## src/common/acq_pkg.sv

```systemverilog
`default_nettype none

package acq_pkg;

   // sample path
   localparam int SAMPLE_W   = 24;
   localparam int BUF_ADDR_W = 9;
   localparam int BUF_DEPTH  = 1 << BUF_ADDR_W;  // 512 entries

   // word store standing in for the SDRAM
   localparam int STORE_ADDR_W   = 4;
   localparam int STORE_DEPTH    = 1 << STORE_ADDR_W;  // 16 words
   localparam int STORE_DATA_W   = 32;
   localparam int STORE_BUSY     = 3;  // ready low after each command
   localparam int STORE_READ_LAT = 3;  // enable cycle to valid strobe
   localparam int BUSY_CNT_W     = $clog2(STORE_BUSY + 1);

   // scheduler phases
   typedef enum logic [2:0]
   {
      AQ_WAITING         = 3'd0,
      AQ_BUFFER_TO_STORE = 3'd1,
      RB_ISSUE           = 3'd2,
      RB_IDLE            = 3'd3,
      FINISHED           = 3'd4
   } sched_phase_t;

   // command port opcode
   typedef enum logic
   {
      STORE_READ  = 1'b0,
      STORE_WRITE = 1'b1
   } store_op_t;

endpackage

`default_nettype wire

```

## src/scheduler/word_store.sv

```systemverilog
`default_nettype none

module word_store
(
   input  logic                            clk,
   input  logic                            rst,
   input  logic                            cmd_enable,
   input  acq_pkg::store_op_t              cmd_op,
   input  logic [acq_pkg::STORE_ADDR_W-1:0] cmd_address,
   input  logic [acq_pkg::STORE_DATA_W-1:0] cmd_data,
   output logic                            cmd_ready,
   output logic [acq_pkg::STORE_DATA_W-1:0] store_data,
   output logic                            store_valid
);

   import acq_pkg::*;

   logic [STORE_DATA_W-1:0]   mem [STORE_DEPTH];
   logic [BUSY_CNT_W-1:0]     busy_cnt;
   logic [STORE_READ_LAT-1:0] valid_pipe;
   logic [STORE_DATA_W-1:0]   data_pipe [STORE_READ_LAT];

   // every accepted command makes the store busy for a few cycles
   always_ff @(posedge clk or posedge rst)
   begin
      if (rst)
         busy_cnt <= '0;
      else if (cmd_enable)
         busy_cnt <= BUSY_CNT_W'(STORE_BUSY);
      else if (busy_cnt != '0)
         busy_cnt <= busy_cnt - 1'b1;
   end

   assign cmd_ready = (busy_cnt == '0);

   // read strobe delay line
   always_ff @(posedge clk or posedge rst)
   begin
      if (rst)
         valid_pipe <= '0;
      else
         valid_pipe <= {valid_pipe[STORE_READ_LAT-2:0],
                        cmd_enable && (cmd_op == STORE_READ)};
   end

   always_ff @(posedge clk)
   begin
      if (cmd_enable && (cmd_op == STORE_WRITE))
         mem[cmd_address] <= cmd_data;
      data_pipe[0] <= mem[cmd_address];  // sampled every cycle, used on reads
      for (int i = 1; i < STORE_READ_LAT; i++)
         data_pipe[i] <= data_pipe[i-1];
   end

   // data and strobe leave the delay lines together
   assign store_data  = data_pipe[STORE_READ_LAT-1];
   assign store_valid = valid_pipe[STORE_READ_LAT-1];

endmodule

`default_nettype wire

```

## config.mk

```make
export PLATFORM = sky130hd
export DESIGN_NAME = word_store
export DESIGN_NICKNAME = d
export VERILOG_FILES = /design/src/common/acq_pkg.sv /design/src/scheduler/word_store.sv
export SDC_FILE = /design/constraint.sdc
export NUM_CORES = 1
export LEC_CHECK = 0
export ABC_AREA = 1
export ABC_CLOCK_PERIOD_IN_PS = 1400
export BUFFER_PORTS_ARGS = -buffer_cell sky130_fd_sc_hd__buf_2
export CORE_MARGIN = 5
export CORE_UTILIZATION = 40
export DETAILED_ROUTE_END_ITERATION = 8
export GPL_TIMING_DRIVEN = 0
export PLACE_DENSITY = 0.61
export SLEW_MARGIN = 20
export SYNTH_ARGS = -nofsm -noshare
export SYNTH_HDL_FRONTEND = slang
export SYNTH_SLANG_ARGS = --single-unit
```

## constraint.sdc

```tcl
create_clock -name clk -period 1.4 [get_ports clk]
set_input_delay 0.07 -clock clk [delete_from_list [all_inputs] [get_ports clk]]
set_output_delay 0.07 -clock clk [all_outputs]
set_load 0.02 [all_outputs]
```

Word level (Yosys, flattened, before mapping)
Memories as Yosys holds them, arrays and structs flattened.
Index checks and enable logic that the tools add are counted.
{"block": "totals", "regBits": 5, "mem_bits_rw": 608, "inputBits": 40, "wordCells": 15, "n_memories": 2}
{"name": "mem", "words": 16, "width": 32, "read_ports": 1, "rd_clocked_by_memory_dff": 0, "wr": 1, "line_no": "word_store.sv:18", "source": "logic [STORE_DATA_W-1:0] mem [STORE_DEPTH];"}
{"name": "data_pipe", "words": 3, "width": 32, "read_ports": 3, "rd_clocked_by_memory_dff": 0, "wr": 3, "line_no": "word_store.sv:21", "source": "logic [STORE_DATA_W-1:0] data_pipe [STORE_READ_LAT];"}
{"block": "classes", "addsub": 1, "n_mux": 4, "bitwise": 1, "reduce_logical": 5}
{"operator": "2-to-1 mux 2 bit", "count": 2}
{"operator": "nonzero test 2 bit", "count": 2}
{"operator": "logical AND 1 bit", "count": 2}
{"operator": "logical NOT 2 bit", "count": 1}
{"operator": "2-to-1 mux 1 bit", "count": 2}
{"operator": "subtractor 2 x 1 -> 2 bit (second input constant)", "count": 1}
{"operator": "NOT 1 bit", "count": 1}

Longest topological paths before layout
{"block": "logic_depth", "ltp_word": 3, "ltp_mapped": 12, "mapped_depth_nobuf": 9}

Worst setup path before layout
OpenSTA, ideal clock, no wires.
{"block": "synth_path", "kind": "input-to-reg", "from": "input port cmd_address[1] in the netlist's numbering", "to": "memory mem[13][0], enable pin", "arrival_time_ns": 2.135, "t_required_ns": 0.979, "path_slack_ns": -1.156, "stages": 6, "n_path_buf": 3, "path_cell_list": "buf_2 inv_1 buf_2 buf_2 nand3_1 nor2_1"}
{"element": "from (decl)", "line_no": "word_store.sv:9", "source": "input logic [acq_pkg::STORE_ADDR_W-1:0] cmd_address,"}
{"element": "to (decl)", "line_no": "word_store.sv:18"}
No word-level cell before the write port.

Worst setup path after layout
{"block": "layout_path", "from": "input port cmd_address[2] in the netlist's numbering", "to": "memory mem[0][31], enable pin"}
No word-level cell before the write port.

==> results.sh <==
export IMPL_grt_first_pass_wirelength_um=88300
export IMPL_detail_route_first_pass_iterations=5
export IMPL_status="completed"
export IMPL_netlist_top_cell_by_area="sky130_fd_sc_hd__edfxtp_1"
export IMPL_async_set_or_reset_register_ratio_after_synthesis_pct=0.816
export IMPL_instances_no_fill=3264
export IMPL_yosysWarnings=0
export IMPL_fin_nets=2477
export IMPL_max_clock_path_buffers=3
export IMPL_setup_total_negative_slack_ns=0
export IMPL_min_path_type="input pin to flip-flop"
export IMPL_synth_edf_count=512
export IMPL_syn_mean_instance_area_sq_um=10.7
export IMPL_critPathKind="input pin to flip-flop"
export IMPL_dr_vias=15400
export IMPL_syn_instance_count=2226
export IMPL_route_antenna_remaining_nets=0
export IMPL_clock_pin_slew_on_the_worst_setup_and_hold_paths_ns=0.06
export IMPL_register_area_share_after_synthesis_pct=72.9
export IMPL_numCtsBuffers=66
export IMPL_layout_cell_share_with_drive_strength_beyond_1_pct=14.1
export IMPL_cp_required_ns=1.69
export IMPL_report_final_slew_viol_count=0
export IMPL_drt_iter0_drc=1265
export IMPL_area_growth_pct=19.9
export IMPL_wl_per_instance_um=17.9
export IMPL_place_detailed_instances=3087
export IMPL_critical_path_max_fanout=14
export IMPL_hpwl_dp_um=37100
export IMPL_die_width_um=254
export IMPL_yosys_cell_count_top_type="sky130_fd_sc_hd__nand2_1"
export IMPL_crit_path_leading_delay_family="buffers and inverters"
export IMPL_synth_ff_type="sky130_fd_sc_hd__edfxtp_1"
export IMPL_final_period_utilization_pct=99.0
export IMPL_cts_root_buffer="sky130_fd_sc_hd__clkbuf_16"
export IMPL_final_min_clock_period_ns=1.39
export IMPL_drc_errors=0
export IMPL_grt_overflow=0
export IMPL_report_final_hold_viol_count=0
export IMPL_synth_top_area_share_pct=64.4
export IMPL_power_per_cell_area_mw_per_mm2=1390
export IMPL_power_leakage_nw=12.2
export IMPL_synth_top_cells_by_count="1379 x sky130_fd_sc_hd__nand2_1, 512 x sky130_fd_sc_hd__edfxtp_1, 96 x sky130_fd_sc_hd__dfxtp_1, 75 x sky130_fd_sc_hd__inv_1, 52 x sky130_fd_sc_hd__buf_2"
export IMPL_grt_setup_unrepaired="true"
export IMPL_clock_h_tree_levels=3
export IMPL_path_cells="buf_2 > nor2_2 > buf_4 > inv_1 > nor2_4 > buf_16 > buf_16"
export IMPL_antenna_found_initial=1
export IMPL_clock_tree_from_tritoncts="done"
export IMPL_avgViaCountPerCell=4.72
export IMPL_gp_congestion=0.789
export IMPL_worst_path_buf_inv=5
export IMPL_groute_usage_overall_pct=18.1
export IMPL_critical_path_max_stage_delay_ns=0.37
export IMPL_drt_wl_total_um=58500
export IMPL_pin_count_of_the_biggest_net_entering_global_routing=21
export IMPL_worst_max_slew_margin_expressed_relative_to_the_limit_pct=46.2
export IMPL_netlist_cell_type_count=17
export IMPL_core_area_sq_mm=0.0591
export IMPL_yosys_top_cells_area="sky130_fd_sc_hd__edfxtp_1 64%, sky130_fd_sc_hd__nand2_1 22%, sky130_fd_sc_hd__dfxtp_1 8.0%"
export IMPL_worst_slew_pin_slew_ns=0.806
export IMPL_clkLatencyLatePin_ns=0.60
export IMPL_fmaxAchievable_ghz=0.721
export IMPL_mappedNetlistNets=2267
export IMPL_setup_violations_final=0
export IMPL_critical_path_arrival_ns=1.68
export IMPL_effective_utilization_at_floorplan_pct=40.4
export IMPL_setup_worst_path_end_class="flip-flop"
export IMPL_max_cap_viol_count=0
export IMPL_floorplan_die_area_sq_mm=0.0647
export IMPL_synth_area_sq_mm=0.0239
export IMPL_start_kind="input pin"
export IMPL_skew_ns=0.0244
export IMPL_timing_critical_path_slowest_stage_cell="sky130_fd_sc_hd__nor2_2"
export IMPL_cpMostUsedCell="sky130_fd_sc_hd__buf_16"
export IMPL_num_io_pins=74
export IMPL_synth_register_bits=613
export IMPL_io_buffers=71
export IMPL_ir_drop_mv=0.782
export IMPL_via_count_of_the_first_global_routing_pass=15200
export IMPL_die_height_um=254
export IMPL_r2r_slack_ns=0.29
export IMPL_cts_sinks=613
export IMPL_placementRows=89
==> final timing paths <==
path | start | to | depth (start not counted)
max in group asynchronous | rst | busy_cnt[0] | 4
worst min register to register | data_pipe[0][52] | data_pipe[0][84] | 0
worst min-delay path | cmd_address[2] | data_pipe[0][31] | 6
worst max-delay path | cmd_address[2] | mem[0][31] | 7
min in group asynchronous | rst | valid_pipe[2] | 4
worst max register to register | busy_cnt[0] | busy_cnt[1] | 5
==> tightest hold or removal path: stages <==
cell and delay [ns]:
sky130_fd_sc_hd__buf_2 0.13, sky130_fd_sc_hd__nor2_2 0.11, sky130_fd_sc_hd__nand2_1 0.08, sky130_fd_sc_hd__nand2_1 0.05
sky130_fd_sc_hd__inv_1 0.05, sky130_fd_sc_hd__nand2_1 0.06
==> what timing repair did <==
| action | in CTS | in global routing |
|---|---|---|
| endpoints found under the setup margin | 115 | 60 |
| setup buffers | 8 | 7 |
| hold endpoints to repair | 522 | 0 |
| hold buffers | 38 | 0 |
| cloned | 1 | 0 |
| pin swaps | 7 | 7 |
| resized for setup | 9 | 4 |
==> flip-flops by register name (all words and copies together), names as in the netlist <==
signal      count
busy_cnt        2
data_pipe      96
mem           512
valid_pipe      3
==> per-layer routing <==
layer,GRT usage [%],routed length (um)
met3,3.49,3910
met1,23.3,24500
met5,0,0
met4,6.87,1810
met2,30.5,28300
==> cell families after synthesis <==
| kind of cell | count (synthesis) | synth area share [%] |
|---|---|---|
| AO/OA/AOI/OAI | 4 | 0.0838 |
| adder cells (fa/ha/maj) | 1 | 0.0524 |
| buffers and inverters | 206 | 4.87 |
| flip-flops | 613 | 72.9 |
| AND/OR/NAND/NOR | 1402 | 22.1 |
==> layout by cell type, fill, tap and decap left out, types with 3 or more instances in the layout <==
cell type and instances:
sky130_fd_sc_hd__nand2_1 1379, sky130_fd_sc_hd__edfxtp_1 512, sky130_fd_sc_hd__buf_2 115, sky130_fd_sc_hd__dfxtp_1 96
sky130_fd_sc_hd__inv_1 71, sky130_fd_sc_hd__clkbuf_16 68, sky130_fd_sc_hd__buf_4 48, sky130_fd_sc_hd__dlygate4sd3_1 38
sky130_fd_sc_hd__buf_6 26, sky130_fd_sc_hd__clkbuf_1 24, sky130_fd_sc_hd__nor2_4 18, sky130_fd_sc_hd__buf_12 14
sky130_fd_sc_hd__clkinv_2 12, sky130_fd_sc_hd__buf_16 12, sky130_fd_sc_hd__clkinv_1 8, sky130_fd_sc_hd__clkbuf_8 7
sky130_fd_sc_hd__inv_6 6, sky130_fd_sc_hd__dfrtp_1 5, sky130_fd_sc_hd__nand3_4 4, sky130_fd_sc_hd__buf_8 3
sky130_fd_sc_hd__inv_4 3, sky130_fd_sc_hd__clkinvlp_4 3
==> final cells by class <==
type                    count  area (sq um)
clock inverters            34           263
well taps                 773           967
inverters                  76           299
repair buffers            141          1360
clock buffers              88          1850
diodes                      1          2.50
fillers                  5159         30500
flip-flops and latches    613         17400
plain buffers             130           963
multi-input cells        1408          5500
==> stage by stage <==
stage          setup WS (ns)  power (mW)  hold WS (ns)  cell area [sq um]  utilization, %
2_1_floorplan         -0.193        22.3        -0.151              24100               -
3_3_place_gp           -1.12        23.2       -0.0309              25500            43.1
3_5_place_dp          -0.819        23.3       -0.0190              25900            43.8
4_1_cts              -0.0296        40.2        0.0112              28500            48.2
5_1_grt              -0.0143        41.3        0.0518              28600            48.4
6_report              0.0135        39.8        0.0387              28600            48.4
==> where the power goes <==
group,internal [mW],switching [mW]
registers,20.3,0.116
logic,0.898,1.77
clock network,9.74,7.06
(Power assumes the default switching activity.)
