`config.mk`:
```
export PLATFORM = sky130hd
export DESIGN_NAME = capture_writer
export DESIGN_NICKNAME = d
export VERILOG_FILES = /design/src/common/acq_pkg.sv /design/src/source/capture_writer.sv
export SDC_FILE = /design/constraint.sdc
export NUM_CORES = 1
export LEC_CHECK = 0
export ABC_AREA = 0
export ABC_CLOCK_PERIOD_IN_PS = 4270
export BUFFER_PORTS_ARGS = -buffer_cell sky130_fd_sc_hd__buf_2
export CORE_MARGIN = 2
export CORE_UTILIZATION = 43
export CTS_CLUSTER_SIZE = 14
export DETAILED_ROUTE_END_ITERATION = 6
export GPL_TIMING_DRIVEN = 0
export PLACE_DENSITY = 0.84
export SYNTH_ARGS = -nofsm -noshare
export SYNTH_HDL_FRONTEND = slang
export SYNTH_SLANG_ARGS = --single-unit
```
`constraint.sdc`:
```
create_clock -name clk -period 4.27 [get_ports clk]
set_input_delay 0.6405 -clock clk [delete_from_list [all_inputs] [get_ports clk]]
set_output_delay 0.6405 -clock clk [all_outputs]
set_load 0.05 [all_outputs]
```
`src/common/acq_pkg.sv`:
```
`default_nettype none

package acq_pkg;

   // sample path
   localparam int SAMPLE_W   = 24;
   localparam int BUF_ADDR_W = 9;
   localparam int BUF_DEPTH  = 1 << BUF_ADDR_W;  // 512 entries

   // word store standing in for the SDRAM
   localparam int STORE_ADDR_W   = 4;
   localparam int STORE_DEPTH    = 1 << STORE_ADDR_W;  // 16 words
   localparam int STORE_DATA_W   = 32;
   localparam int STORE_BUSY     = 3;  // ready low after each command
   localparam int STORE_READ_LAT = 3;  // enable cycle to valid strobe
   localparam int BUSY_CNT_W     = $clog2(STORE_BUSY + 1);

   // scheduler phases
   typedef enum logic [2:0]
   {
      AQ_WAITING         = 3'd0,
      AQ_BUFFER_TO_STORE = 3'd1,
      RB_ISSUE           = 3'd2,
      RB_IDLE            = 3'd3,
      FINISHED           = 3'd4
   } sched_phase_t;

   // command port opcode
   typedef enum logic
   {
      STORE_READ  = 1'b0,
      STORE_WRITE = 1'b1
   } store_op_t;

endpackage

`default_nettype wire

```
`src/source/capture_writer.sv`:
```
`default_nettype none

module capture_writer
(
   input  logic                          clk,
   input  logic                          rst,
   input  logic                          acquire,
   input  logic [acq_pkg::SAMPLE_W-1:0]   sample_data,
   input  logic [acq_pkg::BUF_ADDR_W-1:0] rd_address,
   output logic                          wr_en,
   output logic [acq_pkg::BUF_ADDR_W-1:0] wr_address,
   output logic [acq_pkg::SAMPLE_W-1:0]   wr_data
);

   import acq_pkg::*;

   logic                  acquire_meta;  // first stage, may go metastable
   logic                  acquire_sync;
   logic [BUF_ADDR_W-1:0] next_address;
   logic                  buf_full;

   // two-flop synchronizer for the acquire level
   always_ff @(posedge clk or posedge rst)
   begin
      if (rst)
      begin
         acquire_meta <= 1'b0;
         acquire_sync <= 1'b0;
      end
      else
      begin
         acquire_meta <= acquire;
         acquire_sync <= acquire_meta;
      end
   end

   assign next_address = wr_address + 1'b1;
   assign buf_full     = (next_address == rd_address);  // one slot kept free
   assign wr_en        = acquire_sync && !buf_full;
   assign wr_data      = sample_data;

   always_ff @(posedge clk or posedge rst)
   begin
      if (rst)
         wr_address <= '0;
      else if (wr_en)
         wr_address <= next_address;
   end

endmodule

`default_nettype wire

```
After elaboration in Yosys (flattened, before gate mapping)
Index checks and enable logic that the tools add are counted.
- bits in writable memories: 0
- output and inout port bits: 34
- memory bits (read-only): 0
- bits in latches: 0
- memories: 0
- logic and storage cells: 7
- flip-flop bits (word level): 11
- shift operators: 0
- divide/modulo/power cells: 0
- equality and inequality tests: 1
- order comparisons: 0
- multiplexer cells: 0
- $add $sub $neg: 1
- multipliers: 0
- reduce and logical (&&, ||, !) cells: 2
- bitwise logic cells: 0
- operators with widths (cell ; count):
    $add A9 B1 Y9 const B ; 1
    $eq A9 B9 Y1 ; 1
    $logic_and A1 B1 Y1 ; 1
    $logic_not A1 Y1 ; 1

Depth between registers and ports, before layout
Gate-level depths: netlist (run 1).
- word-level depth: 4
- gate-level depth with buffers: 8

Worst setup path before layout (run 1)
No wires, ideal clock.
- path type: register to output
- from: register wr_address[0] (netlist name)
- to: output port wr_en
- path buffers: 1
- stages on the path, launching flop included: 9
- arrival time: 2.563 ns
- setup slack: 1.066 ns
- path through: dfrtp_1 -> ha_1 -> and3_4 -> nand3_2 -> or4_1 -> a31o_1 -> buf_6 -> o21ai_2 -> inv_1
- cells in the longest elaborated chain, start to end: 4
- RTL lines (item ; RTL line ; text):
    start: declaration ; capture_writer.sv:11 ; output logic [acq_pkg::BUF_ADDR_W-1:0] wr_address,
    start signal: assignment ; capture_writer.sv:47 ; wr_address <= next_address;
    $add A9 B1 Y9 ; capture_writer.sv:37 ; assign next_address = wr_address + 1'b1;
    $eq A9 B9 Y1 ; capture_writer.sv:38 ; assign buf_full = (next_address == rd_address);
    $logic_not A1 Y1 ; capture_writer.sv:39 ; assign wr_en = acquire_sync && !buf_full;
    $logic_and A1 B1 Y1 ; capture_writer.sv:39 ;
    end: declaration ; capture_writer.sv:10 ; output logic wr_en,
Every way passes these cells.

Worst setup path in the final report (run 1)
Same ends and word-level chain as after synthesis.

==> results of run 1 <==
cells in the final DEF (no fill, tap or decap), types with 2 or more instances in the layout:
master / synthesis / layout
nand2_1: 3 / 3
inv_1: 3 / 3
clkbuf_1: 1 / 2
and3_1: 3 / 3
o211ai_1: 9 / 9
nor2_1: 4 / 4
and2_1: 2 / 2
buf_2: 0 / 45
dfrtp_1: 11 / 11
nor2b_1: 2 / 2
buf_4: 26 / 26
clkbuf_4: 0 / 3
a211oi_1: 2 / 2
xor2_1: 3 / 3
xnor2_1: 12 / 12
nor3_1: 4 / 4
metal layers:
layer	GRT usage	routed length (um)
met1	0.2196	875
met2	0.3077	1021
met3	0.04310	224
met4	0.02632	9
met5	0	0
synth_stat cells (2+ instances only):
cell      number
dfrtp_1       11
nor2b_1        2
and2_1         2
and3_1         3
nor2_1         4
a211oi_1       2
nand2_1        3
inv_1          3
buf_4         26
xor2_1         3
o211ai_1       9
nor3_1         4
xnor2_1       12
power groups by stage:
stage	combinational [W]	sequential (W)	clock, W
after detailed placement	0.000431	0.000185	0
after floorplan	0.000238	0.000282	0
final	0.000429	0.000184	0.0000710
after global placement	0.000417	0.000180	0
after global routing	0.000458	0.000189	0.0000784
after CTS	0.000432	0.000183	0.0000711
logic make-up (layout without fill, tap and decap cells):
kind of cell | after synthesis | in the layout
mux | 2 | 2
compound gates | 20 | 20
fa+ha+maj | 1 | 1
xor+xnor | 15 | 15
buf+inv | 31 | 80
simple gates | 26 | 26
flops | 11 | 11
stage by stage:
stage	power, W	std cells
2_1_floorplan	0.0005199	106
3_3_place_gp	0.0005977	179
3_5_place_dp	0.0006156	179
4_1_cts	0.0006857	183
5_1_grt	0.0007254	183
6_report	0.0006842	183
worst paths after layout:
path	to	slack [ns]	cells past startpoint
min reg2reg	acquire_sync$_DFF_PP0_	0.37	0
max reg2reg	wr_address[1]$_DFFE_PP0P_	1.65	8
min in group clk	acquire_sync$_DFF_PP0_	0.37	0
min	wr_address[3]$_DFFE_PP0P_	0.34	2
max	wr_en	0.94	9
max in group asynchronous	acquire_meta$_DFF_PP0_	3.64	2
critical path, stage by stage, from the launching register on:
cell and delay [ns]:
dfrtp_1 0.46, ha_1 0.29, and3_4 0.24, nand3_2 0.08, or4_1 0.52, a31o_1 0.24, buf_6 0.14, o21ai_2 0.19
inv_1 0.06, buf_2 0.21
layout make-up:
| class | count | share of cell area |
|---|---|---|
| plain buffers | 28 | 0.1665 |
| clock buffers | 4 | 0.02081 |
| inverters | 3 | 0.008920 |
| multi-input cells | 64 | 0.3796 |
| flip-flops and latches | 11 | 0.2180 |
| well taps | 28 | 0.02775 |
| repair buffers | 45 | 0.1784 |
state kept, by name, summed over array words and instances (netlist names):
register	flops
acquire_sync	1
wr_address	9
acquire_meta	1
==> flow_metrics.py, run 1 <==
metrics = {
    "placement": {
        "routabilityCongestion": 0.7653,
        "placed_area_um2": 1236,
        "hpwlAfterDp_mm": 1.746,
        "portBuffers": 45,
        "pre_cts_ws_ns": 1.241,
    },
    "layout": {
        "fin_nets": 193,
        "register_area_um2": 275.3,
        "multiInputGateArea_um2": 479.2,
        "diodes": 0,
        "fin_area_um2": 1262,
        "final_util": 0.5819,
        "areaGrowthSynthToFinish_pct": 29.36,
        "drive_above_1_share": 0.5032,
        "fillers": 209,
    },
    "timing": {
        "finalCritPeriodShare": 0.7799,
        "grt_setup_unrepaired": "false",
        "fin_crit_ns": 3.330,
        "setup_viol": 0,
        "fin_ws_ns": 0.9396,
        "setup_tns_ns": 0,
        "slew_headroom": 0.6032,
        "tightest_slew_ns": 0.5951,
        "holdWs_ns": 0.3431,
        "slew_violations": 0,
        "max_freq_mhz": 300.3,
        "finalHoldViolCount": 0,
        "finClkSkew_ns": 0.004384,
    },
    "floorplan": {
        "die_h_um": 51.64,
        "io_pins": 70,
        "die_x_um": 51.64,
        "die-area_um2": 2667,
        "start_util": 0.4498,
        "rows": 17,
        "core_um2": 2170,
    },
    "synthesis": {
        "yosysTopAreaCellShare": 0.2821,
        "syn_area_per_cell_um2": 9.207,
        "synth.largest_area_cell": "dfrtp_1",
        "synth_area_um2": 975.9,
        "yosysWarnings": 0,
        "synth_simple_gate_area_frac": 0.1590,
        "syn_nets": 143,
        "synth-edff-count": 0,
        "synthMuxAreaShare": 0.02179,
        "synthXorXnorAreaFrac": 0.1346,
        "synthArstFlopShare": 1.000,
        "ys.flop_type": "dfrtp_1",
        "post_synth_num_cell_types": 35,
        "synth_fa_ha_area_frac": 0.01282,
        "synth-compound-area-share": 0.1628,
        "synth_top_family_by_area": "buffers and inverters",
        "synthCells": 106,
        "netlist_top_cells_area": "dfrtp_1, buf_4, xnor2_1, o211ai_1, xor2_1",
        "ys_seq_area_frac": 0.2821,
        "ys_ff_latch": 11,
    },
    "clocking": {
        "cts-resized-gates": 0,
        "cts_tree": "done",
        "cts_root_buffer": "clkbuf_4",
        "cts.sinks": 11,
        "postCtsHoldBufs": 0,
        "postCtsSetupBuffers": 0,
        "clk_pin_slew_ns": 0.07,
        "cts_buffer_depth": 2,
        "cts-buffers-inserted": 3,
        "h-tree-depth": 1,
        "clk_latency_ns": 0.27,
    },
    "power_and_ir_drop": {
        "powerDensity_nw_per_um2": 542.0,
        "p_int_w": 0.0003175,
        "p_seq_frac": 0.269,
        "combPwrFrac": 0.628,
        "switching_share": 0.5360,
        "leakagePower_nw": 0.6244,
        "power.switching_w": 0.0003667,
        "peakVddDrop_uv": 373.8,
        "p_clk_frac": 0.104,
    },
    "worst_setup_path": {
        "crit_type": "flop to primary output",
        "worst_setup_path_start_kind": "flop",
        "worstPathArrival_ns": 2.69,
        "rr_startpoint": "wr_address[0]$_DFFE_PP0P_",
        "crit_start": "wr_address[0]$_DFFE_PP0P_",
        "worst_setup_path_end_kind": "primary output",
        "path_max_fanout": 9,
        "required_ns": 3.63,
    },
    "routing": {
        "drt_iter0_markers": 11,
        "ant_nets": 0,
        "routed_wl_mm": 2.131,
        "routedWlPerCell_um": 11.64,
        "vias": 929,
        "drt_pass1_iterations": 4,
        "drcViolationCount": 0,
        "vias_per_cell": 5.077,
    },
    "global_route": {
        "grt_pass1_wl_mm": 3.532,
        "first_global_vias": 817,
        "grt_use_total": 0.1747,
        "grt_antenna_before_repair": 0,
        "grt_max_degree": 12,
        "overflow": 0,
    },
    "run": {
        "drv_cap": 0,
    },
    "outcome": {
        "outcome": "completed",
    },
    "hold_path": {
        "hold_class": "primary input to async pin",
    },
}
(Power assumes the default switching activity.)
==> inputs of run 2 (changes only) <==
- ABC_CLOCK_PERIOD_IN_PS: 4270 -> 3140
- CORE_UTILIZATION: 43 -> 40
- PLACE_DENSITY: 0.84 -> 0.79
- clock period: 4.27 -> 3.14 ns (I/O delays scaled with it)
==> run 2 against run 1 <==
Sequential power increased by 31%. Final area increased by 3.3%. Sequential share of layout area decreased by 0.59 points. Clock power increased by 40%. Critical path depth unchanged. Power increased by 42%. Utilization decreased by 0.36 points. Combinational power increased by 47%. Count of clock-buffer cells in the layout decreased by 1. Critical endpoint unchanged. Largest power group unchanged.
==> flow_metrics.py, run 2 (synthesis gave the netlist of run 1 again) <==
metrics = {
    "worst_setup_path": {
        "r2r_cells": 8,
        "r2r_setup_slack_ns": 0.67,
        "crit_family": "simple AND/OR/NAND/NOR gates",
        "crit_end": "wr_en",
        "worstPathArrival_ns": 2.55,
        "worst_setup_path_end_kind": "primary output",
        "cp_num_buf_inv": 3,
        "path_max_fanout": 9,
        "required_ns": 2.67,
        "timing.critical_path.slowest_cell_delay_ns": 0.52,
        "r2r_end": "wr_address[1]$_DFFE_PP0P_",
        "worst_setup_path_start_kind": "flop",
        "rr_startpoint": "wr_address[0]$_DFFE_PP0P_",
        "critical-path-slowest-cell": "or4_1",
        "crit_start": "wr_address[0]$_DFFE_PP0P_",
        "crit_chain": "ha_2 > and3_4 > nand3_2 > or4_1 > a31o_1 > buf_6 > o21ai_4 > inv_1 > buf_2",
        "cp.depth": 9,
        "crit_type": "flop to primary output",
    },
    "clocking": {
        "cts_root_buffer": "clkbuf_4",
        "cts_buffer_depth": 2,
        "cts_tree": "done",
        "cts.sinks": 11,
        "clk_pin_slew_ns": 0.08,
        "cts-buffers-inserted": 3,
        "clk_latency_ns": 0.28,
        "h-tree-depth": 1,
        "postCtsHoldBufs": 0,
    },
    "placement": {
        "placed_area_um2": 1236,
        "routabilityCongestion": 0.8276,
        "hpwlAfterDp_mm": 1.757,
        "portBuffers": 45,
    },
    "outcome": {
        "outcome": "completed",
    },
    "power_and_ir_drop": {
        "power.switching_w": 0.0005108,
        "combPwrFrac": 0.648,
        "p_int_w": 0.0004585,
        "powerDensity_nw_per_um2": 743.5,
        "p_seq_frac": 0.249,
        "leakagePower_nw": 0.6404,
        "peakVddDrop_uv": 754.6,
        "p_clk_frac": 0.103,
        "switching_share": 0.5270,
    },
    "floorplan": {
        "io_pins": 70,
        "die_h_um": 53.40,
        "die-area_um2": 2851,
        "start_util": 0.4329,
        "rows": 17,
        "core_um2": 2255,
        "die_x_um": 53.40,
    },
    "routing": {
        "drcViolationCount": 0,
        "routedWlPerCell_um": 12.25,
        "drt_iter0_markers": 21,
        "drt_pass1_iterations": 4,
        "ant_nets": 0,
        "routed_wl_mm": 2.279,
        "vias": 949,
        "vias_per_cell": 5.102,
    },
    "global_route": {
        "grt_use_total": 0.1613,
        "first_global_vias": 807,
        "overflow": 0,
        "grt_max_degree": 12,
        "grt_antenna_before_repair": 0,
        "grt_pass1_wl_mm": 3.298,
    },
    "timing": {
        "setup_tns_ns": 0,
        "holdWs_ns": 0.1738,
        "finalCritPeriodShare": 0.9629,
        "fin_crit_ns": 3.023,
        "finClkSkew_ns": 0.005262,
        "tightest_slew_ns": 0.4866,
        "slew_headroom": 0.6756,
        "finalHoldViolCount": 0,
        "grt_setup_unrepaired": "false",
        "setup_viol": 0,
        "max_freq_mhz": 330.7,
        "slew_violations": 0,
    },
    "layout": {
        "areaGrowthSynthToFinish_pct": 33.59,
        "fillers": 205,
        "fin_area_um2": 1304,
        "final_cell_mix": "buf_2, buf_4, xnor2_1",
        "diodes": 0,
        "final_common_cell": "buf_2",
        "largest_registers": "wr_address (9), acquire_meta (1), acquire_sync (1)",
        "drive_above_1_share": 0.5380,
        "fin_nets": 196,
        "largest_reg_flops": 9,
        "regMostFlops": "wr_address",
    },
    "run": {
        "drv_cap": 0,
    },
    "hold_path": {
        "hold_class": "primary input to async pin",
    },
}
[run 2: cell count changes in the layout (fill, tap and decap cells not counted), sizes merged]
cell	before	now
clkinv	0	1
buf	72	75
clkbuf	5	4
[run 2: timing repair]
item | 4_1_cts | 5_1_grt
buffers inserted | 0 | 3
pin swaps | 0 | 0
endpoints found under the setup margin | 1 | 1
endpoints found under the hold margin | 0 | 0
resized for setup | 2 | 2
[run 2: through the flow]
step	setup slack [ns]	cells	power (W)	util
detailed placement	0.2922	179	0.0008254	0.5483
floorplan	0.1060	106	0.0007071	-
finish	0.1165	186	0.0009693	0.5782
CTS	0.05603	183	0.0009356	0.5622
global placement	0.3361	179	0.0008113	0.5483
global route	0.001946	186	0.001031	0.5782
[run 2: worst min path at each step]
stage,endpoint,depth (start not counted),from,slack (ns)
floorplan,acquire_meta$_DFF_PP0_,1,rst,0.32
global placement,acquire_sync$_DFF_PP0_,0,acquire_meta$_DFF_PP0_,0.33
detailed placement,acquire_sync$_DFF_PP0_,0,acquire_meta$_DFF_PP0_,0.35
CTS,wr_address[6]$_DFFE_PP0P_,2,rst,0.19
global route,wr_address[6]$_DFFE_PP0P_,2,rst,0.22
finish,wr_address[7]$_DFFE_PP0P_,2,rst,0.17
[run 2: cell type report]
| type | instances | area (um^2) | area share |
|---|---|---|---|
| multi-input combinational | 64 | 495.5 | 0.3800 |
| sequential | 11 | 276.5 | 0.2121 |
| timing repair buffer | 48 | 247.7 | 0.1900 |
| buffer | 28 | 210.2 | 0.1612 |
| tap | 28 | 35.03 | 0.02687 |
| clock buffer | 3 | 22.52 | 0.01727 |
| inverter | 3 | 11.26 | 0.008637 |
| clock inverter | 1 | 5.005 | 0.003839 |
[run 2: routing by layer]
metal / track usage / up-vias / wire [um]
li1: - / 457 / -
met1: 0.1788 / 419 / 776
met2: 0.2901 / 73 / 1189
met3: 0.05650 / 0 / 313
met4: 0.03846 / 0 / 0
met5: 0 / - / 0
[run 2: power groups by stage]
| stage | clock, W | sequential, W | combinational, W |
|---|---|---|---|
| 2_1_floorplan | 0 | 0.000383 | 0.000324 |
| 3_5_place_dp | 0 | 0.000246 | 0.000580 |
| 4_1_cts | 0.000103 | 0.000245 | 0.000588 |
| 5_1_grt | 0.000110 | 0.000251 | 0.000670 |
| 6_report | 0.0000996 | 0.000241 | 0.000629 |
| 3_3_place_gp | 0 | 0.000244 | 0.000567 |
