==> src/common/acq_pkg.sv <==
`default_nettype none

package acq_pkg;

   // sample path
   localparam int SAMPLE_W   = 24;
   localparam int BUF_ADDR_W = 9;
   localparam int BUF_DEPTH  = 1 << BUF_ADDR_W;  // 512 entries

   // word store standing in for the SDRAM
   localparam int STORE_ADDR_W   = 4;
   localparam int STORE_DEPTH    = 1 << STORE_ADDR_W;  // 16 words
   localparam int STORE_DATA_W   = 32;
   localparam int STORE_BUSY     = 3;  // ready low after each command
   localparam int STORE_READ_LAT = 3;  // enable cycle to valid strobe
   localparam int BUSY_CNT_W     = $clog2(STORE_BUSY + 1);

   // scheduler phases
   typedef enum logic [2:0]
   {
      AQ_WAITING         = 3'd0,
      AQ_BUFFER_TO_STORE = 3'd1,
      RB_ISSUE           = 3'd2,
      RB_IDLE            = 3'd3,
      FINISHED           = 3'd4
   } sched_phase_t;

   // command port opcode
   typedef enum logic
   {
      STORE_READ  = 1'b0,
      STORE_WRITE = 1'b1
   } store_op_t;

endpackage

`default_nettype wire

==> src/scheduler/transfer_scheduler.sv <==
`default_nettype none

module transfer_scheduler
(
   input  logic                            clk,
   input  logic                            rst,
   input  logic [acq_pkg::BUF_ADDR_W-1:0]   wr_address,
   output logic [acq_pkg::BUF_ADDR_W-1:0]   rd_address,
   input  logic [acq_pkg::SAMPLE_W-1:0]     rd_data,
   input  logic                            read_done,
   input  logic                            cmd_ready,
   output logic                            cmd_enable,
   output acq_pkg::store_op_t              cmd_op,
   output logic [acq_pkg::STORE_ADDR_W-1:0] cmd_address,
   output logic [acq_pkg::STORE_DATA_W-1:0] cmd_data,
   output acq_pkg::sched_phase_t           phase
);

   import acq_pkg::*;

   // store pointers carry one extra bit, the top bit flags full / all read
   logic [STORE_ADDR_W:0] wr_ptr;
   logic [STORE_ADDR_W:0] rd_ptr;
   logic                  issue_wr;
   logic                  issue_rd;

   // a command goes out only after ready was seen high
   assign issue_wr = (phase == AQ_BUFFER_TO_STORE) && !cmd_enable && cmd_ready;
   assign issue_rd = (phase == RB_ISSUE) && cmd_ready;

   always_ff @(posedge clk or posedge rst)
   begin
      if (rst)
      begin
         phase      <= AQ_WAITING;
         wr_ptr     <= '0;
         rd_ptr     <= '0;
         rd_address <= '0;
         cmd_enable <= 1'b0;
      end
      else
      begin
         cmd_enable <= 1'b0;  // enable is a single-cycle strobe
         case (phase)
            AQ_WAITING:
            begin
               if (wr_ptr[STORE_ADDR_W])
                  phase <= RB_ISSUE;  // store full, stop taking samples
               else if (rd_address != wr_address)
                  phase <= AQ_BUFFER_TO_STORE;
            end
            AQ_BUFFER_TO_STORE:
            begin
               // rd_data is valid here since rd_address settled earlier
               if (cmd_enable)
                  phase <= AQ_WAITING;  // write went out last cycle
               else if (issue_wr)
               begin
                  cmd_enable <= 1'b1;
                  wr_ptr     <= wr_ptr + 1'b1;
                  rd_address <= rd_address + 1'b1;
               end
            end
            RB_ISSUE:
            begin
               if (issue_rd)
               begin
                  cmd_enable <= 1'b1;
                  rd_ptr     <= rd_ptr + 1'b1;
                  phase      <= RB_IDLE;
               end
            end
            RB_IDLE:
            begin
               if (rd_ptr[STORE_ADDR_W])
                  phase <= FINISHED;
               else if (read_done)
                  phase <= RB_ISSUE;  // host has taken the last word
            end
            default:
               phase <= FINISHED;  // stays here until reset
         endcase
      end
   end

   // command payload, loaded alongside the enable strobe
   always_ff @(posedge clk)
   begin
      if (issue_wr)
      begin
         cmd_op      <= STORE_WRITE;
         cmd_address <= wr_ptr[STORE_ADDR_W-1:0];
         cmd_data    <= {{(STORE_DATA_W - SAMPLE_W){1'b0}}, rd_data};
      end
      else if (issue_rd)
      begin
         cmd_op      <= STORE_READ;
         cmd_address <= rd_ptr[STORE_ADDR_W-1:0];
      end
   end

endmodule

`default_nettype wire

==> config.mk <==
export PLATFORM = sky130hd
export DESIGN_NAME = transfer_scheduler
export DESIGN_NICKNAME = d
export VERILOG_FILES = /design/src/common/acq_pkg.sv /design/src/scheduler/transfer_scheduler.sv
export SDC_FILE = /design/constraint.sdc
export NUM_CORES = 1
export LEC_CHECK = 0
export BUFFER_PORTS_ARGS = -buffer_cell sky130_fd_sc_hd__buf_2
export CORE_MARGIN = 2
export CORE_UTILIZATION = 51
export CTS_CLUSTER_DIAMETER = 50
export CTS_CLUSTER_SIZE = 30
export DETAILED_ROUTE_END_ITERATION = 8
export PLACE_DENSITY = 0.84
export SYNTH_ARGS = -nofsm -noshare
export SYNTH_HDL_FRONTEND = slang
export SYNTH_SLANG_ARGS = --single-unit
==> constraint.sdc <==
create_clock -name clk -period 5 [get_ports clk]
set_clock_uncertainty 0.2 [all_clocks]
set_input_delay 0.5 -clock clk [delete_from_list [all_inputs] [get_ports clk]]
set_output_delay 0.5 -clock clk [all_outputs]
set_load 0.01 [all_outputs]
### Yosys cells after proc, flatten, opt, wreduce, memory -nomap -nowiden

Cells that the tools add are included.

* add/subtract/negate cells: 3
* bitwise gates (word level): 1
* multiplexer cells: 13
* reduce and logical (&&, ||, !) cells: 9
* eq/ne operators: 8

Operators with widths (count)
* two-way mux 3 bit: 6
* one-hot mux 3 bit (4 select lines): 1
* adder 5 x 1 -> 5 bit (second input constant): 2
* adder 9 x 1 -> 9 bit (second input constant): 1
* != test 9 bit: 1
* two-way mux 4 bit: 2
* equality test 3 x 2 -> 1 bit (second input constant): 2
* != test 3 bit (second input constant): 2
* != test 2 bit (second input constant): 2
* AND reduction 4 bit: 1
* equality test 3 x 1 -> 1 bit (second input constant): 1
* logical AND 1 bit: 3
* zero test 3 bit: 1
* two-way mux 1 bit: 3
* AND reduction 3 bit: 1
* one-hot mux 1 bit (2 select lines): 1
* AND reduction 2 bit: 1
* nonzero test 2 bit: 1
* zero test 1 bit: 1
* inverter 1 bit: 1

* output and inout port bits: 50
* register bits after elaboration: 52
* word-level logic and storage cells: 42

### Logic depth before layout (Yosys ltp)

Gate-level depths: netlist (run 1).

* depth after elaboration: 6
* mapped depth: 6
* gate-level depth less buffers: 5

### Worst setup path after synthesis (run 1)

Ideal clock, no wire load.

* path type: reg-to-reg
* start point: reg phase[1]
* end point: reg cmd_address[0] in the netlist's numbering (enable)
* clock period less this slack: 1.911 ns
* setup time: 0.298 ns
* path buffers: 2
* cell stages (with the launch flop): 6
* setup slack: 3.089 ns
* arrival: 1.413 ns
* cells stage by stage: dfrtp_1 clkbuf_2 nand4bb_4 nor2_8 buf_6 or2_2

* longest elaborated chain between the ends: 4
* elaborated cells between the ends (all ways): 6
* classes of those cells: eq/ne (2); reduce/logical (4)

Ends and longest elaborated chain
* from (decl): line transfer_scheduler.sv:16 `output acq_pkg::sched_phase_t phase`
* from (signal assigned): line transfer_scheduler.sv:35 `phase <= AQ_WAITING;`
* from (signal assigned): line transfer_scheduler.sv:48 `phase <= RB_ISSUE;`
* from (signal assigned): line transfer_scheduler.sv:50 `phase <= AQ_BUFFER_TO_STORE;`
* equality test 3 x 1 -> 1 bit: line transfer_scheduler.sv:28 `assign issue_wr = (phase == AQ_BUFFER_TO_STORE) && !cmd_enable && cmd_ready;`
* logical AND 1 bit (2 in a row): line transfer_scheduler.sv:28
* named net issue_wr: line transfer_scheduler.sv:24 `logic issue_wr;`
* nonzero test 2 bit (no source line)
* to (signal assigned): line transfer_scheduler.sv:92 `cmd_address <= wr_ptr[STORE_ADDR_W-1:0];`
* to (signal assigned): line transfer_scheduler.sv:98 `cmd_address <= rd_ptr[STORE_ADDR_W-1:0];`
* to (decl): line transfer_scheduler.sv:14 `output logic [acq_pkg::STORE_ADDR_W-1:0] cmd_address,`

The timed path passes the listed nets, and every way through them passes these cells.
A chain may end at the register's enable or synchronous reset.

### Worst setup path after layout (run 1)

* start point: reg phase[2]
* end point: reg cmd_address[2] in the netlist's numbering, data pin

* longest elaborated chain between the ends: 4

Ends and longest elaborated chain
* equality test 3 x 1 -> 1 bit: line transfer_scheduler.sv:28
* logical AND 1 bit (2 in a row): line transfer_scheduler.sv:28
* two-way mux 4 bit: line transfer_scheduler.sv:89 `if (issue_wr)`

Every way passes these cells.

==> results.toml, run 1 <==
[detailed_routing]
wire_per_inst_um = 13.6
route.antenna.remaining_nets = 0
detail_route.wirelength_um = 3670
dr.pass1.iters = 4
vias_per_cell = 4.87
via_count = 1309
first_iter_violations = 102
remaining_drc_errors = 0

[timing]
slew-limit-headroom_pct = 39.8
final_count_of_hold_timing_violations = 0
grt_setup_unrepaired = "no"
setup_tns_ns = 0
finalSetupViolations = 0
fin_crit_sh_pct = 43.1
worst_margin_slew_ns = 0.902
slew_viol_final = 0
achievable-frequency_ghz = 0.464
final.hold.worst_slack_ns = 0.169
final.min_clock_period_ns = 2.16

[clock_tree]
number_of_buffers_on_the_longest_clock_path = 2
tritoncts = "yes"
ctsHoldBuffers = 0
clk_latency_ns = 0.30
worst_setup_hold_path_clk_slew_ns = 0.10
cts.repair_timing.setup_buffer_count = 0
clock_tree_root_buffer_cell = "clkbuf_8"
numCtsBuffers = 5
tritoncts_num_sinks = 52
cts_resized = 0
cts_htree_levels = 2

[run]
max_cap_violations = 0

[min_path]
worst_hold_path_type = "in -> reg"

[die]
die-height_um = 68.4
core_mm2 = 0.00400
initial_core_util_pct = 52.9
fp.dieArea_mm2 = 0.00468
floorplan_row_count = 23
design.portCount = 87
die_w_um = 68.4

[worst_setup_path]
timing.critical_path.from_type = "flip-flop"
worstPathMaxFanout = 41
crit_required_ns = 4.86
path_class = "reg -> reg"
end_kind = "flip-flop"
arrival_ns = 2.02

[final_layout]
diodes = 0
area_growth_from_synthesis_to_layout_pct = 23.3
final_common_cell = "buf_2"
final_cell_mix = "buf_2 (78), edfxtp_1 (28), dfrtp_1 (23)"
layout-drive-gt1-share_pct = 46.1
final_net_count = 258
fillCellCount = 299

[power_and_ir_drop]
vdd_ir_drop_max_uv = 220
cellPowerDensity_mw_per_mm2 = 435
power.leakage_nw = 1.15

[yosys]
number_of_instances_in_the_synthesized_netlist = 137
synthesis.area_mm2 = 0.00211
postSynthRegisterBits = 52
postSynthAreaPerCell_um2 = 15.4
yosysSeqAreaShare_pct = 67.9
post_synthesis_cell_type_count = 28
yosys_warnings = 0

[global_route]
track_usage_pct = 16.4
number_of_antenna_violations_at_the_first_check_in_global_routing = 0
grt_pass1_vias = 1128
grt.overflow.total = 0
grt_start_max_net_pins = 42
first_pass_grt_wire_length_um = 5410

[run_status]
result_of_the_run = "finished clean"

[placed_design]
globalplace.congestion = 0.728
dp_hpwl_um = 2680
io_buffer_count = 78
-- path summary, 6_finish.rpt --
check | start | end | slack (ns) | depth (start not counted)
worst min-delay path | rd_data[12] | cmd_data[12] | 0.17 | 1
worst max-delay path | phase[2] | cmd_address[2] | 2.84 | 3
worst max register to register | phase[2] | cmd_address[2] | 2.84 | 3
worst min register to register | cmd_op | cmd_op | 0.27 | 2
max in group asynchronous | rst | rd_address[5] | 3.86 | 2
min in group asynchronous | rst | wr_ptr[0] | 0.19 | 2
-- flip-flops by register name, indices dropped and copies added, names as in the netlist --
register     cells
wr_ptr           5
cmd_data        24
rd_address       9
cmd_op           1
phase            3
rd_ptr           5
cmd_address      4
cmd_enable       1
-- critical path: stages, from the launching register on --
cell and delay (ns):
dfrtp_1 0.47, nand4bb_4 0.32, nor2_8 0.51, mux2_2 0.41
-- layer usage --
metal / wire (um) / vias up / track usage (%)
li1: - / 634 / -
met1: 1670 / 612 / 22.7
met2: 1620 / 61 / 24.2
met3: 359 / 2 / 5.76
met4: 16 / 0 / 5.25
met5: 0 / - / 0
-- final cells by class --
cell class	instances	area, um^2	share of cell area (%)
Multi-Input combinational cell	78	612	23.5
Tap cell	50	62.6	2.40
Inverter	3	11.3	0.432
Timing Repair Buffer	78	390	15.0
Clock buffer	5	68.8	2.64
Sequential cell	52	1440	55.1
Clock inverter	3	26.3	1.01
-- synth_stat cells, drive strengths merged --
library cell	count	area (um^2)
nand4	9	56.3
nor4	2	12.5
and3	2	12.5
clkbuf	1	5.00
o221a	1	11.3
edfxtp	28	841
conb	1	3.75
a31o	1	8.76
ha	3	37.5
buf	10	76.3
dfrtp	23	576
mux2	7	78.8
or2	2	12.5
a2111oi	1	8.76
dfxtp	1	20.0
nand3	3	15.0
nor3	2	20.0
o22ai	1	6.26
nor2	4	31.3
nand2	5	18.8
a21oi	1	5.00
inv	3	11.3
nand4bb	1	27.5
xor2	6	52.6
xnor2	19	166
-- power breakdown --
group          internal, W  total (W)  switching, W
clock network     0.000102   0.000241      0.000139
registers         0.000540   0.000645      0.000104
logic             0.000134   0.000248      0.000114
-- per-stage QoR --
step / util, % / std cells / setup slack (ns) / instance area (um^2) / total power [W]
CTS: 65.2 / 269 / 2.85 / 2610 / 0.00115
finish: 65.2 / 269 / 2.84 / 2610 / 0.00113
detailed placement: 62.8 / 261 / 2.82 / 2510 / 0.000905
global route: 65.2 / 269 / 2.76 / 2610 / 0.00121
floorplan: - / 144 / 3.09 / 2140 / 0.000812
global placement: 62.8 / 261 / 2.87 / 2510 / 0.000897
-- kinds of logic (layout without fill, tap and decap cells) --
group                    Yosys count  count (layout)  synth area share, %
AO/OA/AOI/OAI                      5               5                 1.89
XOR/XNOR                          25              25                 10.4
adder cells (fa/ha/maj)            3               3                 1.78
buffers and inverters             14              89                 4.38
flip-flops                        52              52                 67.9
multiplexers                       7               7                 3.73
other                              1               8                0.177
AND/OR/NAND/NOR                   30              30                 9.76
Power figures use the tool's default switching activity.
==> inputs of run 2 (changes only) <==
--- a/config.mk
+++ b/config.mk
@@ -7,11 +7,11 @@
 export LEC_CHECK = 0
 export BUFFER_PORTS_ARGS = -buffer_cell sky130_fd_sc_hd__buf_2
 export CORE_MARGIN = 2
-export CORE_UTILIZATION = 51
+export CORE_UTILIZATION = 43
 export CTS_CLUSTER_DIAMETER = 50
 export CTS_CLUSTER_SIZE = 30
 export DETAILED_ROUTE_END_ITERATION = 8
-export PLACE_DENSITY = 0.84
+export PLACE_DENSITY = 0.76
 export SYNTH_ARGS = -nofsm -noshare
 export SYNTH_HDL_FRONTEND = slang
 export SYNTH_SLANG_ARGS = --single-unit
==> constraint.sdc (replaced) <==
create_clock -name clk -period 1.85 [get_ports clk]
set_clock_uncertainty 0.2 [all_clocks]
set_input_delay 0.185 -clock clk [delete_from_list [all_inputs] [get_ports clk]]
set_output_delay 0.185 -clock clk [all_outputs]
set_load 0.01 [all_outputs]
==> run 2 against run 1 <==
Compared with the run above:
- sequential power rose to 2.7 times the previous value
- clock-buffer cell count grew 1
- clock power grew to 2.6 times the previous value
- cell count rose by 18%
- non-clock buffer count grew 32
- core utilization shrank 2.8 points
- fmax up 24%
- critical path depth rose by 1
- register-to-register slack lost 2.7 ns
- die area rose by 17%
- combinational power grew to 3.2 times the previous value
- hold slack worse by 0.16 ns
- largest power group unchanged
- highest routed layer unchanged
==> results.toml, run 2 (synthesized netlist as in run 1, its figures left out) <==
[worst_setup_path]
timing.critical_path.slowest_cell_delay_ns = 0.38
ordered_cell_list_for_the_critical_path = "nand4bb_4, nor2_8, buf_12, mux2_2"
path_class = "reg -> reg"
reg2reg_depth = 4
cp.buffers_inverters = 1
crit_required_ns = 1.84
critPathTopFamily = "simple AND/OR/NAND/NOR gates"
timing.critical_path.from_type = "flip-flop"
crit_slowest_cell = "dfrtp_1"
end_kind = "flip-flop"
worstPathMaxFanout = 28
arrival_ns = 1.73
path_depth = 4

[die]
core_mm2 = 0.00472
fp.dieArea_mm2 = 0.00549
floorplan_row_count = 25
die-height_um = 74.1
design.portCount = 87
die_w_um = 74.1
initial_core_util_pct = 44.8

[global_route]
grt_pass1_vias = 1309
number_of_antenna_violations_at_the_first_check_in_global_routing = 0
grt.overflow.total = 0
grtUsageMet1_pct = 22.2
track_usage_pct = 15.7
first_pass_grt_wire_length_um = 6410
gr-usage-met2_pct = 23.8
grt_start_max_net_pins = 29
global_route.peak_usage_layer = "met2"
global_routing_met3_resource_utilization_pct = 4.47

[detailed_routing]
first_iter_violations = 39
vias_per_cell = 4.49
remaining_drc_errors = 0
wire_per_inst_um = 13.3
via_count = 1427
detail_route.wirelength_um = 4210
dr.pass1.iters = 4
route.antenna.remaining_nets = 0

[clock_tree]
tritoncts = "yes"
number_of_buffers_on_the_longest_clock_path = 2
worst_setup_hold_path_clk_slew_ns = 0.09
cts.repair_timing.setup_buffer_count = 0
clock_tree_root_buffer_cell = "clkbuf_8"
clk_latency_ns = 0.30
numCtsBuffers = 5
tritoncts_num_sinks = 52
cts_htree_levels = 2

[timing]
grt_setup_unrepaired = "no"
finalSetupViolations = 0
fin_crit_sh_pct = 94.0
slew_viol_final = 0
achievable-frequency_ghz = 0.575
setup_tns_ns = 0
final.hold.worst_slack_ns = 0.0124
final.min_clock_period_ns = 1.74
final_count_of_hold_timing_violations = 0

[placed_design]
globalplace.congestion = 0.766
dp_hpwl_um = 2700
io_buffer_count = 78

[final_layout]
final_cell_mix = "buf_2 (78), edfxtp_1 (28), dlygate4sd3_1 (25)"
layout-drive-gt1-share_pct = 43.4
final_net_count = 290
layout_top_registers = "cmd_data x24, rd_address x9"
area_growth_from_synthesis_to_layout_pct = 39.3
fillCellCount = 369
diodes = 0
largest_register_ff_count = 24
biggest_register = "cmd_data"
final_common_cell = "buf_2"

[power_and_ir_drop]
cellPowerDensity_mw_per_mm2 = 1070
vdd_ir_drop_max_uv = 634
power.leakage_nw = 1.29

[min_path]
worst_hold_path_type = "in -> reg"
whs_path_depth = 3

[run]
max_cap_violations = 0

[run_status]
result_of_the_run = "finished clean"
-- run 2: changes by cell type in the layout (fill, tap and decap cells not counted), sizes merged --
cell	change
buf	+7
clkbuf	+1
clkinv	-1
clkinvlp	+1
dlygate4sd3	+25
inv	-1
-- run 2: worst paths after layout --
path / to / slack (ns) / start
max: rd_address[1] / 0.11 / phase[2]
min: phase[0] / 0.01 / read_done
max reg2reg: rd_address[1] / 0.11 / phase[2]
min reg2reg: cmd_op / 0.27 / cmd_op
max in group asynchronous: rd_address[4] / 0.96 / rst
min in group asynchronous: wr_ptr[1] / 0.25 / rst
-- run 2: worst reg2reg max path: stages (launching register included) --
cell,delay [ns]
dfrtp_1,0.38
nand4bb_4,0.28
nor2_8,0.21
buf_12,0.21
mux2_2,0.35
-- run 2: where the power goes --
| part | total [W] | switching (W) | internal [W] |
|---|---|---|---|
| clock | 0.000622 | 0.000357 | 0.000265 |
| combinational | 0.000804 | 0.000363 | 0.000442 |
| sequential | 0.00172 | 0.000263 | 0.00146 |
| total | 0.00315 | 0.000983 | 0.00217 |
-- run 2: area by class of cell --
type	instances	area, um^2	area share, %
Sequential cell	52	1440	48.7
Timing Repair Buffer	110	706	23.9
Multi-Input combinational cell	78	624	21.2
Tap cell	67	83.8	2.85
Clock buffer	6	72.6	2.46
Clock inverter	2	12.5	0.425
Inverter	3	11.3	0.382
-- run 2: metal layers --
layer / routed length (um) / up-vias / part of all wire, %
met3: 326 / 5 / 7.7
met2: 1840 / 61 / 44
met4: 50 / 0 / 1.2
li1: - / 700 / -
met1: 2000 / 661 / 47
met5: 0 / - / 0
-- run 2: metrics by stage --
stage	instance area, um^2	worst slack [ns]	total power, W	util [%]	std cells
finish	2950	0.111	0.00315	62.4	318
CTS	2930	0.0427	0.00317	62.1	318
global placement	2600	0.115	0.00248	55.0	285
floorplan	2150	0.00417	0.00220	-	144
detailed placement	2600	0.0650	0.00251	55.0	285
global route	2950	0.0208	0.00336	62.4	318
-- run 2: timing repair --
action / CTS / global route
hold buffers: 25 / 0
hold endpoints to repair: 47 / 0
setup endpoints to repair: 0 / 1
resized for setup: 0 / 2
